`config.mk`:
```
export PLATFORM = sky130hd
export DESIGN_NAME = softmc_top
export DESIGN_NICKNAME = d
export VERILOG_FILES = /design/src/hw/softmc_pkg.sv /design/src/hw/dfi_cmd_if.sv /design/src/hw/cmd_issue.sv /design/src/hw/instr_queue.sv /design/src/hw/rdback_fifo.sv /design/src/hw/seq_engine.sv /design/src/hw/softmc_top.sv
export SDC_FILE = /design/constraint.sdc
export NUM_CORES = 2
export LEC_CHECK = 0
export BUFFER_PORTS_ARGS = -buffer_cell sky130_fd_sc_hd__buf_2
export CAP_MARGIN = 20
export CORE_UTILIZATION = 50
export DETAILED_ROUTE_END_ITERATION = 6
export HOLD_SLACK_MARGIN = 0.03
export PLACE_DENSITY = 0.8
export REMOVE_ABC_BUFFERS = 1
export SETUP_SLACK_MARGIN = 0.1
export SYNTH_ARGS = -nofsm -noshare
export SYNTH_HDL_FRONTEND = slang
export SYNTH_SLANG_ARGS = --single-unit
```
`constraint.sdc`:
```
create_clock -name clk -period 40.6 [get_ports clk]
set_input_delay 4.06 -clock clk [delete_from_list [all_inputs] [get_ports clk]]
set_output_delay 4.06 -clock clk [all_outputs]
set_load 0.05 [all_outputs]
```
`src/hw/softmc_pkg.sv`:
```
package softmc_pkg;

	// dram side widths
	localparam int ROW_WIDTH   = 16;
	localparam int BANK_WIDTH  = 3;
	localparam int DQ_WIDTH    = 64;
	localparam int BURST_WIDTH = 4 * DQ_WIDTH; // four beats per controller clock

	// host side
	localparam int INSTR_WIDTH   = 32;
	localparam int WR_BYTE_WIDTH = 8;

	// queue depths, both powers of two
	localparam int IQ_DEPTH         = 16;
	localparam int IQ_PTR_WIDTH     = $clog2(IQ_DEPTH);
	localparam int RDBACK_DEPTH     = 8;
	localparam int RDBACK_PTR_WIDTH = $clog2(RDBACK_DEPTH);

	// latencies in controller clocks
	localparam int N_CWL = 5;
	localparam int N_CL  = 5;  // memory model only

	// instruction layout
	localparam int OP_MSB   = 31;
	localparam int OP_LSB   = 28;
	localparam int BANK_MSB = 26;
	localparam int BANK_LSB = 24;
	localparam int WRB_MSB  = 23;
	localparam int WRB_LSB  = 16;
	localparam int ADDR_MSB = 15; // also the wait count
	localparam int ADDR_LSB = 0;

	// opcode lives in the top nibble of every instruction
	typedef enum logic [3:0] {
		op_act  = 4'h1,
		op_pre  = 4'h2,
		op_wr   = 4'h3,
		op_rd   = 4'h4,
		op_ref  = 4'h5,
		op_wait = 4'h6,
		op_end  = 4'hf
	} opcode_t;

endpackage

```
`src/hw/dfi_cmd_if.sv`:
```
// one decoded command per valid pulse, no back-pressure
interface dfi_cmd_if
	import softmc_pkg::*;
();

	logic                     valid;
	opcode_t                  op;
	logic [BANK_WIDTH-1:0]    bank;
	logic [ROW_WIDTH-1:0]     addr;
	logic [WR_BYTE_WIDTH-1:0] wr_byte; // only meaningful for op_wr

	modport engine (
		output valid,
		output op,
		output bank,
		output addr,
		output wr_byte
	);

	modport issue (
		input valid,
		input op,
		input bank,
		input addr,
		input wr_byte
	);

endinterface

```
`src/hw/cmd_issue.sv`:
```
module cmd_issue
	import softmc_pkg::*;
(
	input  logic                   clk,
	input  logic                   rst_n,
	dfi_cmd_if.issue               cmd,
	output logic [ROW_WIDTH-1:0]   dfi_address,
	output logic [BANK_WIDTH-1:0]  dfi_bank,
	output logic                   dfi_cs_n,
	output logic                   dfi_ras_n,
	output logic                   dfi_cas_n,
	output logic                   dfi_we_n,
	output logic                   dfi_wrdata_en,
	output logic [BURST_WIDTH-1:0] dfi_wrdata,
	output logic                   dfi_rddata_en
);

	logic                     ras_d;
	logic                     cas_d;
	logic                     we_d;
	logic                     pin_write;
	logic [WR_BYTE_WIDTH-1:0] wr_byte_q;
	logic [N_CWL-1:0]         wr_sr;
	logic [WR_BYTE_WIDTH-1:0] byte_sr [N_CWL];

	// ddr3 truth table, all active low
	always_comb begin
		ras_d = 1'b1;
		cas_d = 1'b1;
		we_d  = 1'b1;
		if (cmd.valid) begin
			case (cmd.op)
				op_act: ras_d = 1'b0;
				op_pre: begin
					ras_d = 1'b0;
					we_d  = 1'b0;
				end
				op_wr: begin
					cas_d = 1'b0;
					we_d  = 1'b0;
				end
				op_rd:  cas_d = 1'b0;
				op_ref: begin
					ras_d = 1'b0;
					cas_d = 1'b0;
				end
				default: ;
			endcase
		end
	end

	always_ff @(posedge clk) begin
		if (!rst_n) begin
			dfi_cs_n      <= 1'b1;
			dfi_ras_n     <= 1'b1;
			dfi_cas_n     <= 1'b1;
			dfi_we_n      <= 1'b1;
			dfi_rddata_en <= 1'b0;
			wr_sr         <= '0;
		end else begin
			dfi_cs_n      <= !cmd.valid;
			dfi_ras_n     <= ras_d;
			dfi_cas_n     <= cas_d;
			dfi_we_n      <= we_d;
			dfi_rddata_en <= cmd.valid && cmd.op == op_rd; // same cycle as the read pins
			wr_sr         <= {wr_sr[N_CWL-2:0], pin_write};
		end
	end

	// address, bank and byte follow the last command
	always_ff @(posedge clk) begin
		if (cmd.valid) begin
			dfi_address <= cmd.addr;
			dfi_bank    <= cmd.bank;
			wr_byte_q   <= cmd.wr_byte;
		end
	end

	always_ff @(posedge clk) begin
		byte_sr[0] <= wr_byte_q;
		for (int i = 1; i < N_CWL; i++)
			byte_sr[i] <= byte_sr[i-1];
	end

	// write command currently on the pins
	assign pin_write = !dfi_cs_n && dfi_ras_n && !dfi_cas_n && !dfi_we_n;

	assign dfi_wrdata_en = wr_sr[N_CWL-1];
	assign dfi_wrdata    = {(BURST_WIDTH / WR_BYTE_WIDTH){byte_sr[N_CWL-1]}};

	// write data trails the write pulse by the pin register plus cwl
	a_wr_latency: assert property (@(posedge clk) disable iff (!rst_n)
		dfi_wrdata_en |-> $past(cmd.valid && cmd.op == op_wr, N_CWL + 1) &&
			dfi_wrdata[WR_BYTE_WIDTH-1:0] == $past(cmd.wr_byte, N_CWL + 1));

endmodule

```
`src/hw/instr_queue.sv`:
```
module instr_queue
	import softmc_pkg::*;
(
	input  logic                   clk,
	input  logic                   rst_n,
	input  logic                   app_en,
	input  logic [INSTR_WIDTH-1:0] app_instr,
	input  logic                   pop,
	input  logic                   seq_done,
	output logic                   app_ack,
	output logic                   iq_full,
	output logic [INSTR_WIDTH-1:0] instr,
	output logic                   empty,
	output logic                   seq_go
);

	logic [INSTR_WIDTH-1:0]  mem [IQ_DEPTH];
	logic [IQ_PTR_WIDTH-1:0] wr_ptr;
	logic [IQ_PTR_WIDTH-1:0] rd_ptr;
	logic [IQ_PTR_WIDTH:0]   count;
	logic [IQ_PTR_WIDTH:0]   count_next;
	logic                    push;
	logic                    start;

	assign iq_full = (count == IQ_DEPTH);
	assign empty   = (count == 0);
	assign app_ack = app_en && !iq_full;
	assign push    = app_ack;
	assign instr   = mem[rd_ptr]; // head, valid while !empty

	always_comb begin
		case ({push, pop})
			2'b10:   count_next = count + 1'b1;
			2'b01:   count_next = count - 1'b1;
			default: count_next = count;
		endcase
	end

	// an END accepted, or the last free slot taken
	assign start = (push && opcode_t'(app_instr[OP_MSB:OP_LSB]) == op_end) ||
		(count_next == IQ_DEPTH && !iq_full);

	always_ff @(posedge clk) begin
		if (push)
			mem[wr_ptr] <= app_instr;
	end

	always_ff @(posedge clk) begin
		if (!rst_n) begin
			wr_ptr <= '0;
			rd_ptr <= '0;
			count  <= '0;
			seq_go <= 1'b0;
		end else begin
			if (push)
				wr_ptr <= wr_ptr + 1'b1; // wraps, depth is a power of two
			if (pop)
				rd_ptr <= rd_ptr + 1'b1;
			count <= count_next;
			// a new start wins over the done of the previous run
			if (start)
				seq_go <= 1'b1;
			else if (seq_done)
				seq_go <= 1'b0;
		end
	end

	// a full queue has its write pointer on the unread head
	a_no_write_full: assert property (@(posedge clk) disable iff (!rst_n)
		iq_full |-> wr_ptr == rd_ptr);

endmodule

```
`src/hw/rdback_fifo.sv`:
```
module rdback_fifo
	import softmc_pkg::*;
(
	input  logic                   clk,
	input  logic                   rst_n,
	input  logic [BURST_WIDTH-1:0] dfi_rddata,
	input  logic                   dfi_rddata_valid,
	input  logic                   rdback_fifo_rden,
	output logic                   rdback_fifo_empty,
	output logic [BURST_WIDTH-1:0] rdback_data
);

	logic [BURST_WIDTH-1:0]      mem [RDBACK_DEPTH];
	logic [RDBACK_PTR_WIDTH-1:0] wr_ptr;
	logic [RDBACK_PTR_WIDTH-1:0] rd_ptr;
	logic [RDBACK_PTR_WIDTH:0]   count;
	logic                        full;
	logic                        push;
	logic                        pop;

	assign full              = (count == RDBACK_DEPTH);
	assign rdback_fifo_empty = (count == 0);
	assign push              = dfi_rddata_valid && !full; // overflow words are lost
	assign pop               = rdback_fifo_rden && !rdback_fifo_empty;
	assign rdback_data       = mem[rd_ptr]; // fall-through head

	always_ff @(posedge clk) begin
		if (push)
			mem[wr_ptr] <= dfi_rddata;
	end

	always_ff @(posedge clk) begin
		if (!rst_n) begin
			wr_ptr <= '0;
			rd_ptr <= '0;
			count  <= '0;
		end else begin
			if (push)
				wr_ptr <= wr_ptr + 1'b1;
			if (pop)
				rd_ptr <= rd_ptr + 1'b1;
			case ({push, pop})
				2'b10:   count <= count + 1'b1;
				2'b01:   count <= count - 1'b1;
				default: count <= count;
			endcase
		end
	end

	// memory returned a burst the host had no room for
	a_no_drop: assert property (@(posedge clk) disable iff (!rst_n)
		dfi_rddata_valid |-> !full);

endmodule

```
`src/hw/seq_engine.sv`:
```
module seq_engine
	import softmc_pkg::*;
(
	input  logic                   clk,
	input  logic                   rst_n,
	input  logic                   seq_go,
	input  logic                   dfi_init_complete,
	input  logic [INSTR_WIDTH-1:0] instr,
	input  logic                   empty,
	output logic                   pop,
	output logic                   seq_done,
	output logic                   processing_iseq,
	dfi_cmd_if.engine              cmd
);

	typedef enum logic [1:0] {
		st_idle,
		st_run,
		st_wait
	} state_t;

	state_t                 state;
	opcode_t                op;
	logic [ROW_WIDTH-1:0]   wait_cnt;
	logic [ROW_WIDTH-1:0]   field_addr;
	logic                   is_cmd;
	logic                   running;

	assign op         = opcode_t'(instr[OP_MSB:OP_LSB]);
	assign field_addr = instr[ADDR_MSB:ADDR_LSB];
	assign running    = (state == st_run);

	always_comb begin
		case (op)
			op_act, op_pre, op_wr, op_rd, op_ref: is_cmd = 1'b1;
			default:                              is_cmd = 1'b0;
		endcase
	end

	// one pop per run cycle, END included
	assign pop      = running && !empty;
	assign seq_done = running && (empty || op == op_end);

	assign processing_iseq = (state != st_idle);

	// command fields straight from the head instruction
	assign cmd.valid   = running && !empty && is_cmd;
	assign cmd.op      = op;
	assign cmd.bank    = instr[BANK_MSB:BANK_LSB];
	assign cmd.addr    = field_addr;
	assign cmd.wr_byte = instr[WRB_MSB:WRB_LSB];

	always_ff @(posedge clk) begin
		if (!rst_n) begin
			state    <= st_idle;
			wait_cnt <= '0;
		end else begin
			case (state)
				st_idle: begin
					if (seq_go && dfi_init_complete)
						state <= st_run;
				end
				st_run: begin
					if (seq_done) begin
						state <= st_idle;
					end else if (op == op_wait && field_addr != '0) begin
						// n idle cycles before the next pop
						state    <= st_wait;
						wait_cnt <= field_addr - 1'b1;
					end
				end
				st_wait: begin
					if (wait_cnt == '0)
						state <= st_run;
					else
						wait_cnt <= wait_cnt - 1'b1;
				end
				default: state <= st_idle;
			endcase
		end
	end

	// the head must hold a real instruction when taken
	a_no_pop_empty: assert property (@(posedge clk) disable iff (!rst_n)
		pop |-> !$isunknown(instr));

endmodule

```
`src/hw/softmc_top.sv`:
```
module softmc_top
	import softmc_pkg::*;
(
	input  logic                   clk,
	input  logic                   rst_n,
	input  logic                   app_en,
	input  logic [INSTR_WIDTH-1:0] app_instr,
	input  logic                   dfi_init_complete,
	input  logic [BURST_WIDTH-1:0] dfi_rddata,
	input  logic                   dfi_rddata_valid,
	input  logic                   rdback_fifo_rden,
	output logic                   app_ack,
	output logic                   iq_full,
	output logic                   processing_iseq,
	output logic [ROW_WIDTH-1:0]   dfi_address,
	output logic [BANK_WIDTH-1:0]  dfi_bank,
	output logic                   dfi_cs_n,
	output logic                   dfi_ras_n,
	output logic                   dfi_cas_n,
	output logic                   dfi_we_n,
	output logic                   dfi_wrdata_en,
	output logic [BURST_WIDTH-1:0] dfi_wrdata,
	output logic                   dfi_rddata_en,
	output logic                   rdback_fifo_empty,
	output logic [BURST_WIDTH-1:0] rdback_data
);

	logic                   pop;
	logic                   empty;
	logic                   seq_go;
	logic                   seq_done;
	logic [INSTR_WIDTH-1:0] instr;

	dfi_cmd_if cmd_bus ();

	instr_queue instr_queue_inst (
		.clk       (clk),
		.rst_n     (rst_n),
		.app_en    (app_en),
		.app_instr (app_instr),
		.pop       (pop),
		.seq_done  (seq_done),
		.app_ack   (app_ack),
		.iq_full   (iq_full),
		.instr     (instr),
		.empty     (empty),
		.seq_go    (seq_go)
	);

	seq_engine seq_engine_inst (
		.clk               (clk),
		.rst_n             (rst_n),
		.seq_go            (seq_go),
		.dfi_init_complete (dfi_init_complete), // hold off until phy is ready
		.instr             (instr),
		.empty             (empty),
		.pop               (pop),
		.seq_done          (seq_done),
		.processing_iseq   (processing_iseq),
		.cmd               (cmd_bus)
	);

	cmd_issue cmd_issue_inst (
		.clk           (clk),
		.rst_n         (rst_n),
		.cmd           (cmd_bus),
		.dfi_address   (dfi_address),
		.dfi_bank      (dfi_bank),
		.dfi_cs_n      (dfi_cs_n),
		.dfi_ras_n     (dfi_ras_n),
		.dfi_cas_n     (dfi_cas_n),
		.dfi_we_n      (dfi_we_n),
		.dfi_wrdata_en (dfi_wrdata_en),
		.dfi_wrdata    (dfi_wrdata),
		.dfi_rddata_en (dfi_rddata_en)
	);

	rdback_fifo rdback_fifo_inst (
		.clk               (clk),
		.rst_n             (rst_n),
		.dfi_rddata        (dfi_rddata),
		.dfi_rddata_valid  (dfi_rddata_valid),
		.rdback_fifo_rden  (rdback_fifo_rden),
		.rdback_fifo_empty (rdback_fifo_empty),
		.rdback_data       (rdback_data)
	);

endmodule

```
==> impl_results.rst <==
.. list-table::
   :header-rows: 1

   * - Metric
     - Value
   * - Post-synthesis instance area
     - 102000 µm²
   * - Post-Route Skew
     - 0.109 ns
   * - Worst path most repeated cell
     - sky130_fd_sc_hd__buf_4
   * - Area overhead of the layout relative to synthesis
     - 14.6%
   * - Worst Path Arrival
     - 5.52 ns
   * - Metal3 WL
     - 19300 µm
   * - Gpl congestion
     - 0.759
   * - Worst setup slack before clock tree synthesis
     - 31.63 ns
   * - Number of remaining DRC errors
     - 0
   * - Antenna violations before repair
     - 91
   * - Cell at the slowest stage of the critical path
     - sky130_fd_sc_hd__dfxtp_4
   * - Clk root buf
     - sky130_fd_sc_hd__clkbuf_16
   * - Detail-routed via count per cell
     - 5.97
   * - Gate family responsible for the most delay along the worst path
     - buffers and inverters
   * - Die ar.
     - 206000 µm²
   * - Most common cell after layout, fill and taps aside
     - sky130_fd_sc_hd__edfxtp_1
   * - Clock slew seen by the registers of the worst setup and hold paths
     - 0.06 ns
   * - Nets@finish
     - 5511
   * - Total clock sinks
     - 2670
   * - PostCTS Resize Cnt
     - 0
   * - Share of the synthesized area in compound gates (AO/OA/AOI/OAI)
     - 0.704%
   * - Cells traversed along the worst timing path
     - buf_4, buf_12, buf_4, mux4_2, mux2_2, buf_2
   * - Total buffers and inverters traversed by the critical path
     - 4
   * - Met2 wirelength from detailed routing
     - 122000 µm
   * - Critical path startpoint category
     - flop
   * - Relative slew margins
     - 26.5%
   * - Top sig layer
     - met5
   * - Number of failing setup endpoints in the final timing report
     - 0
   * - Xor and xnor fraction of the mapped netlist area
     - 0.214%
   * - Net switching power
     - 1.84 mW
   * - Post-synthesis cell type count
     - 67
   * - Final number of hold-violating endpoints
     - 0
   * - TritonCTS clock tree
     - yes
   * - Maximum number of pins on one net before global-route repair
     - 162
   * - Synth Warn #
     - 0
   * - Site row count
     - 165
   * - Post-route cell area
     - 117000 µm²
   * - Leakage component of the power
     - 37.7 nW
   * - Adder-cell share of the synthesized area
     - 0.191%
   * - Portion of the post-synthesis area used by sequential elements
     - 77.5%
   * - Count of pins on the block boundary
     - 835
   * - Share of cells above drive strength 1
     - 41.9%
   * - Area of placed instances
     - 108000 µm²
   * - Crit path largest cell delay
     - 0.89 ns
   * - DPL Wire Length
     - 125000 µm
   * - Clock latency at the later pin of the worst-skew pair
     - 0.96 ns
   * - H-tree lvl count
     - 5
   * - Critical Path Sink Type
     - output port
   * - Global routing usage summed across all routing layers
     - 22.5%
   * - Total of hold buffers inserted after clock tree synthesis
     - 0
   * - Y dimension of the die
     - 454 µm
   * - Max Clk Rate
     - 104 MHz
   * - Internal power
     - 5.01 mW
   * - Primary flip-flop cell chosen by synthesis mapping
     - sky130_fd_sc_hd__edfxtp_1
   * - Most used cells in the layout excluding fill and tap cells
     - sky130_fd_sc_hd__edfxtp_1 (2571), sky130_fd_sc_hd__buf_2 (833), sky130_fd_sc_hd__mux4_2 (646), sky130_fd_sc_hd__clkbuf_16 (289), sky130_fd_sc_hd__mux2_2 (258)
   * - Worst Max-Slew Pin Slew
     - 1.10 ns
   * - Total wirelength of the detailed-routed design
     - 237000 µm
   * - Dominant combinational cell family by area after synthesis
     - multiplexers
   * - Grt ovf
     - 0
   * - Flops & latches, synth
     - 2670
   * - Post-CTS Setup Bufs
     - 0
   * - Post-synth EDFFs
     - 2571
   * - Post-route setup slack
     - 31.02 ns
   * - Number of global-route vias before repair
     - 49400
   * - Effective utilization at floorplan
     - 50.4%
   * - Proportion of synthesized flip-flops having asynchronous set or reset
     - 0%
   * - Maximum number of buffers from clock root to sink
     - 4
   * - Highest net fanout along the worst path
     - 103
   * - Final ANT Viol Nets
     - 0
   * - Sequential Power Share
     - 46.4%
   * - Fraction of power consumed by combinational cells
     - 16.8%
   * - Total iterations of the first detailed-routing run
     - 7
   * - Width of the die
     - 454 µm
   * - Setup TNS
     - 0 ns
   * - Fin crit period
     - 9.58 ns
   * - Pwr dens
     - 58.5 nW/µm²
   * - Floorplan core area
     - 203000 µm²
   * - Share of cell area taken by muxes after synthesis
     - 17.5%
   * - Share of synthesized cell area in and, or, nand and nor gates
     - 1.08%
   * - TritonCTS Buffers
     - 286
   * - Unrepaired setup endpoints after global routing
     - no
   * - I/O Buffers
     - 833
   * - Setup CP Type
     - flop to output port
   * - Final worst-path cycle share
     - 23.6%
   * - Maximum resistive drop on vdd
     - 38.8 µV
   * - Sw frac
     - 26.8%
   * - Number of max-slew violations in the final report
     - 0
   * - Avg WL per Cell
     - 29.2 µm
   * - Detailed-route via count
     - 48500
   * - Utilization of the core after routing
     - 57.8%
   * - Avg Synthesized Cell Area
     - 23.0 µm²
   * - Fraction of power consumed by the clock network
     - 36.8%
   * - Wire length of the first global-routing pass
     - 336000 µm
   * - Path type of the worst min-delay path
     - flop to flop
   * - Met1 WL
     - 84000 µm
   * - Status
     - complete, no violations
   * - Critical Path RT
     - 36.54 ns
   * - Initial DRC count
     - 4946
   * - Instance count of the mapped netlist
     - 4445
   * - Max-Cap Viols
     - 0
==> registers in the layout, indices dropped and copies added (netlist names), 2 cells and up, named ones only <==
signal	flops
cmd_issue_inst.byte_sr	40
cmd_issue_inst.dfi_address	16
cmd_issue_inst.dfi_bank	3
cmd_issue_inst.wr_byte_q	8
cmd_issue_inst.wr_sr	5
instr_queue_inst.count	5
instr_queue_inst.mem	496
instr_queue_inst.rd_ptr	4
instr_queue_inst.wr_ptr	4
rdback_fifo_inst.count	4
rdback_fifo_inst.mem	2048
rdback_fifo_inst.rd_ptr	3
rdback_fifo_inst.wr_ptr	3
seq_engine_inst.state	2
seq_engine_inst.wait_cnt	16
==> through the flow <==
| step | total power, mW | cells | hold slack, ns |
|---|---|---|---|
| global placement | 4.35 | 7580 | 0.315 |
| detailed placement | 4.37 | 7582 | 0.312 |
| CTS | 6.89 | 8070 | 0.325 |
| finish | 6.85 | 8126 | 0.323 |
| global route | 7.04 | 8112 | 0.328 |
| floorplan | 4.49 | 3996 | 0.310 |
==> cells by family (layout without fill, tap and decap cells) <==
group | after synthesis | in the layout
DFF | 2670 | 2670
muxes | 948 | 948
buffers and inverters | 467 | 1424
and+or+nand+nor | 225 | 225
AOI/OAI and AO/OA | 95 | 95
xor gates and xnor gates | 25 | 25
adders and majority gates | 15 | 15
other | 0 | 52
==> worst register-to-register path: stages, from the launching register on <==
cell                      delay, ns
sky130_fd_sc_hd__dfxtp_4       0.33
sky130_fd_sc_hd__buf_4         0.75
sky130_fd_sc_hd__buf_4         0.91
sky130_fd_sc_hd__mux4_2        0.63
sky130_fd_sc_hd__mux2i_1       0.16
sky130_fd_sc_hd__mux2i_1       0.18
sky130_fd_sc_hd__nor4_1        0.45
sky130_fd_sc_hd__nand4_1       0.23
sky130_fd_sc_hd__o31a_1        0.52
sky130_fd_sc_hd__o211a_1       0.27
sky130_fd_sc_hd__a311o_1       0.34
==> synthesized netlist by cell type (4+ instances only) <==
| library cell | count | area share (%) |
|---|---|---|
| sky130_fd_sc_hd__mux2i_1 | 42 | 0.41 |
| sky130_fd_sc_hd__nand3_1 | 17 | 0.083 |
| sky130_fd_sc_hd__buf_6 | 6 | 0.066 |
| sky130_fd_sc_hd__nand2_1 | 57 | 0.21 |
| sky130_fd_sc_hd__xnor2_1 | 10 | 0.086 |
| sky130_fd_sc_hd__buf_4 | 259 | 1.9 |
| sky130_fd_sc_hd__a22o_1 | 6 | 0.051 |
| sky130_fd_sc_hd__nor3_1 | 22 | 0.11 |
| sky130_fd_sc_hd__nor4_1 | 10 | 0.061 |
| sky130_fd_sc_hd__dfxtp_1 | 99 | 1.9 |
| sky130_fd_sc_hd__a211oi_1 | 4 | 0.029 |
| sky130_fd_sc_hd__nand4_1 | 9 | 0.055 |
| sky130_fd_sc_hd__a21oi_1 | 21 | 0.10 |
| sky130_fd_sc_hd__edfxtp_1 | 2571 | 76 |
| sky130_fd_sc_hd__buf_2 | 12 | 0.059 |
| sky130_fd_sc_hd__a22oi_1 | 8 | 0.059 |
| sky130_fd_sc_hd__mux2_2 | 258 | 2.8 |
| sky130_fd_sc_hd__buf_1 | 77 | 0.28 |
| sky130_fd_sc_hd__mux4_2 | 646 | 14 |
| sky130_fd_sc_hd__nor2_1 | 59 | 0.22 |
| sky130_fd_sc_hd__xor2_1 | 15 | 0.13 |
| sky130_fd_sc_hd__o21ai_0 | 17 | 0.083 |
| sky130_fd_sc_hd__a221oi_2 | 4 | 0.059 |
| sky130_fd_sc_hd__and2_1 | 10 | 0.061 |
| sky130_fd_sc_hd__nor2b_1 | 11 | 0.067 |
| sky130_fd_sc_hd__and3_1 | 6 | 0.037 |
| sky130_fd_sc_hd__nand2b_1 | 8 | 0.049 |
| sky130_fd_sc_hd__a21o_1 | 7 | 0.051 |
| sky130_fd_sc_hd__ha_1 | 14 | 0.17 |
| sky130_fd_sc_hd__inv_1 | 16 | 0.059 |
| sky130_fd_sc_hd__clkbuf_1 | 93 | 0.34 |
==> layer usage <==
metal	track usage, %	vias to the layer above
met1	27.4	25400
met5	0	-
li1	-	19900
met3	5.26	583
met4	11.7	48
met2	37.5	2552
==> area by class of cell <==
cell class	count	area, µm²
well taps	2672	3340
clock buffers	333	7460
diodes	52	130
flip-flops and latches	2670	79200
fillers	13700	85500
clock inverters	155	1500
multi-input cells	1308	20300
repair buffers	918	4990
inverters	18	67.6
==> path summary, 6_finish.rpt <==
path	start	end	slack [ns]	depth (start not counted)
worst min-delay path	cmd_issue_inst.byte_sr[2][3]	cmd_issue_inst.byte_sr[3][3]	0.32	0
worst min register to register	cmd_issue_inst.byte_sr[2][3]	cmd_issue_inst.byte_sr[3][3]	0.32	0
worst max-delay path	flop	rdback_data[110]	31.02	6
worst max register to register	flop	seq_engine_inst.wait_cnt[4]	35.67	10
==> power groups by stage <==
stage / Sequential (mW) / Clock [mW] / Combinational (mW)
after detailed placement: 3.23 / 0 / 1.14
after global routing: 3.19 / 2.66 / 1.20
after floorplan: 3.37 / 0 / 1.12
after CTS: 3.18 / 2.55 / 1.15
final: 3.18 / 2.52 / 1.15
after global placement: 3.22 / 0 / 1.12
Note: power is estimated with default switching activity, not from simulation.
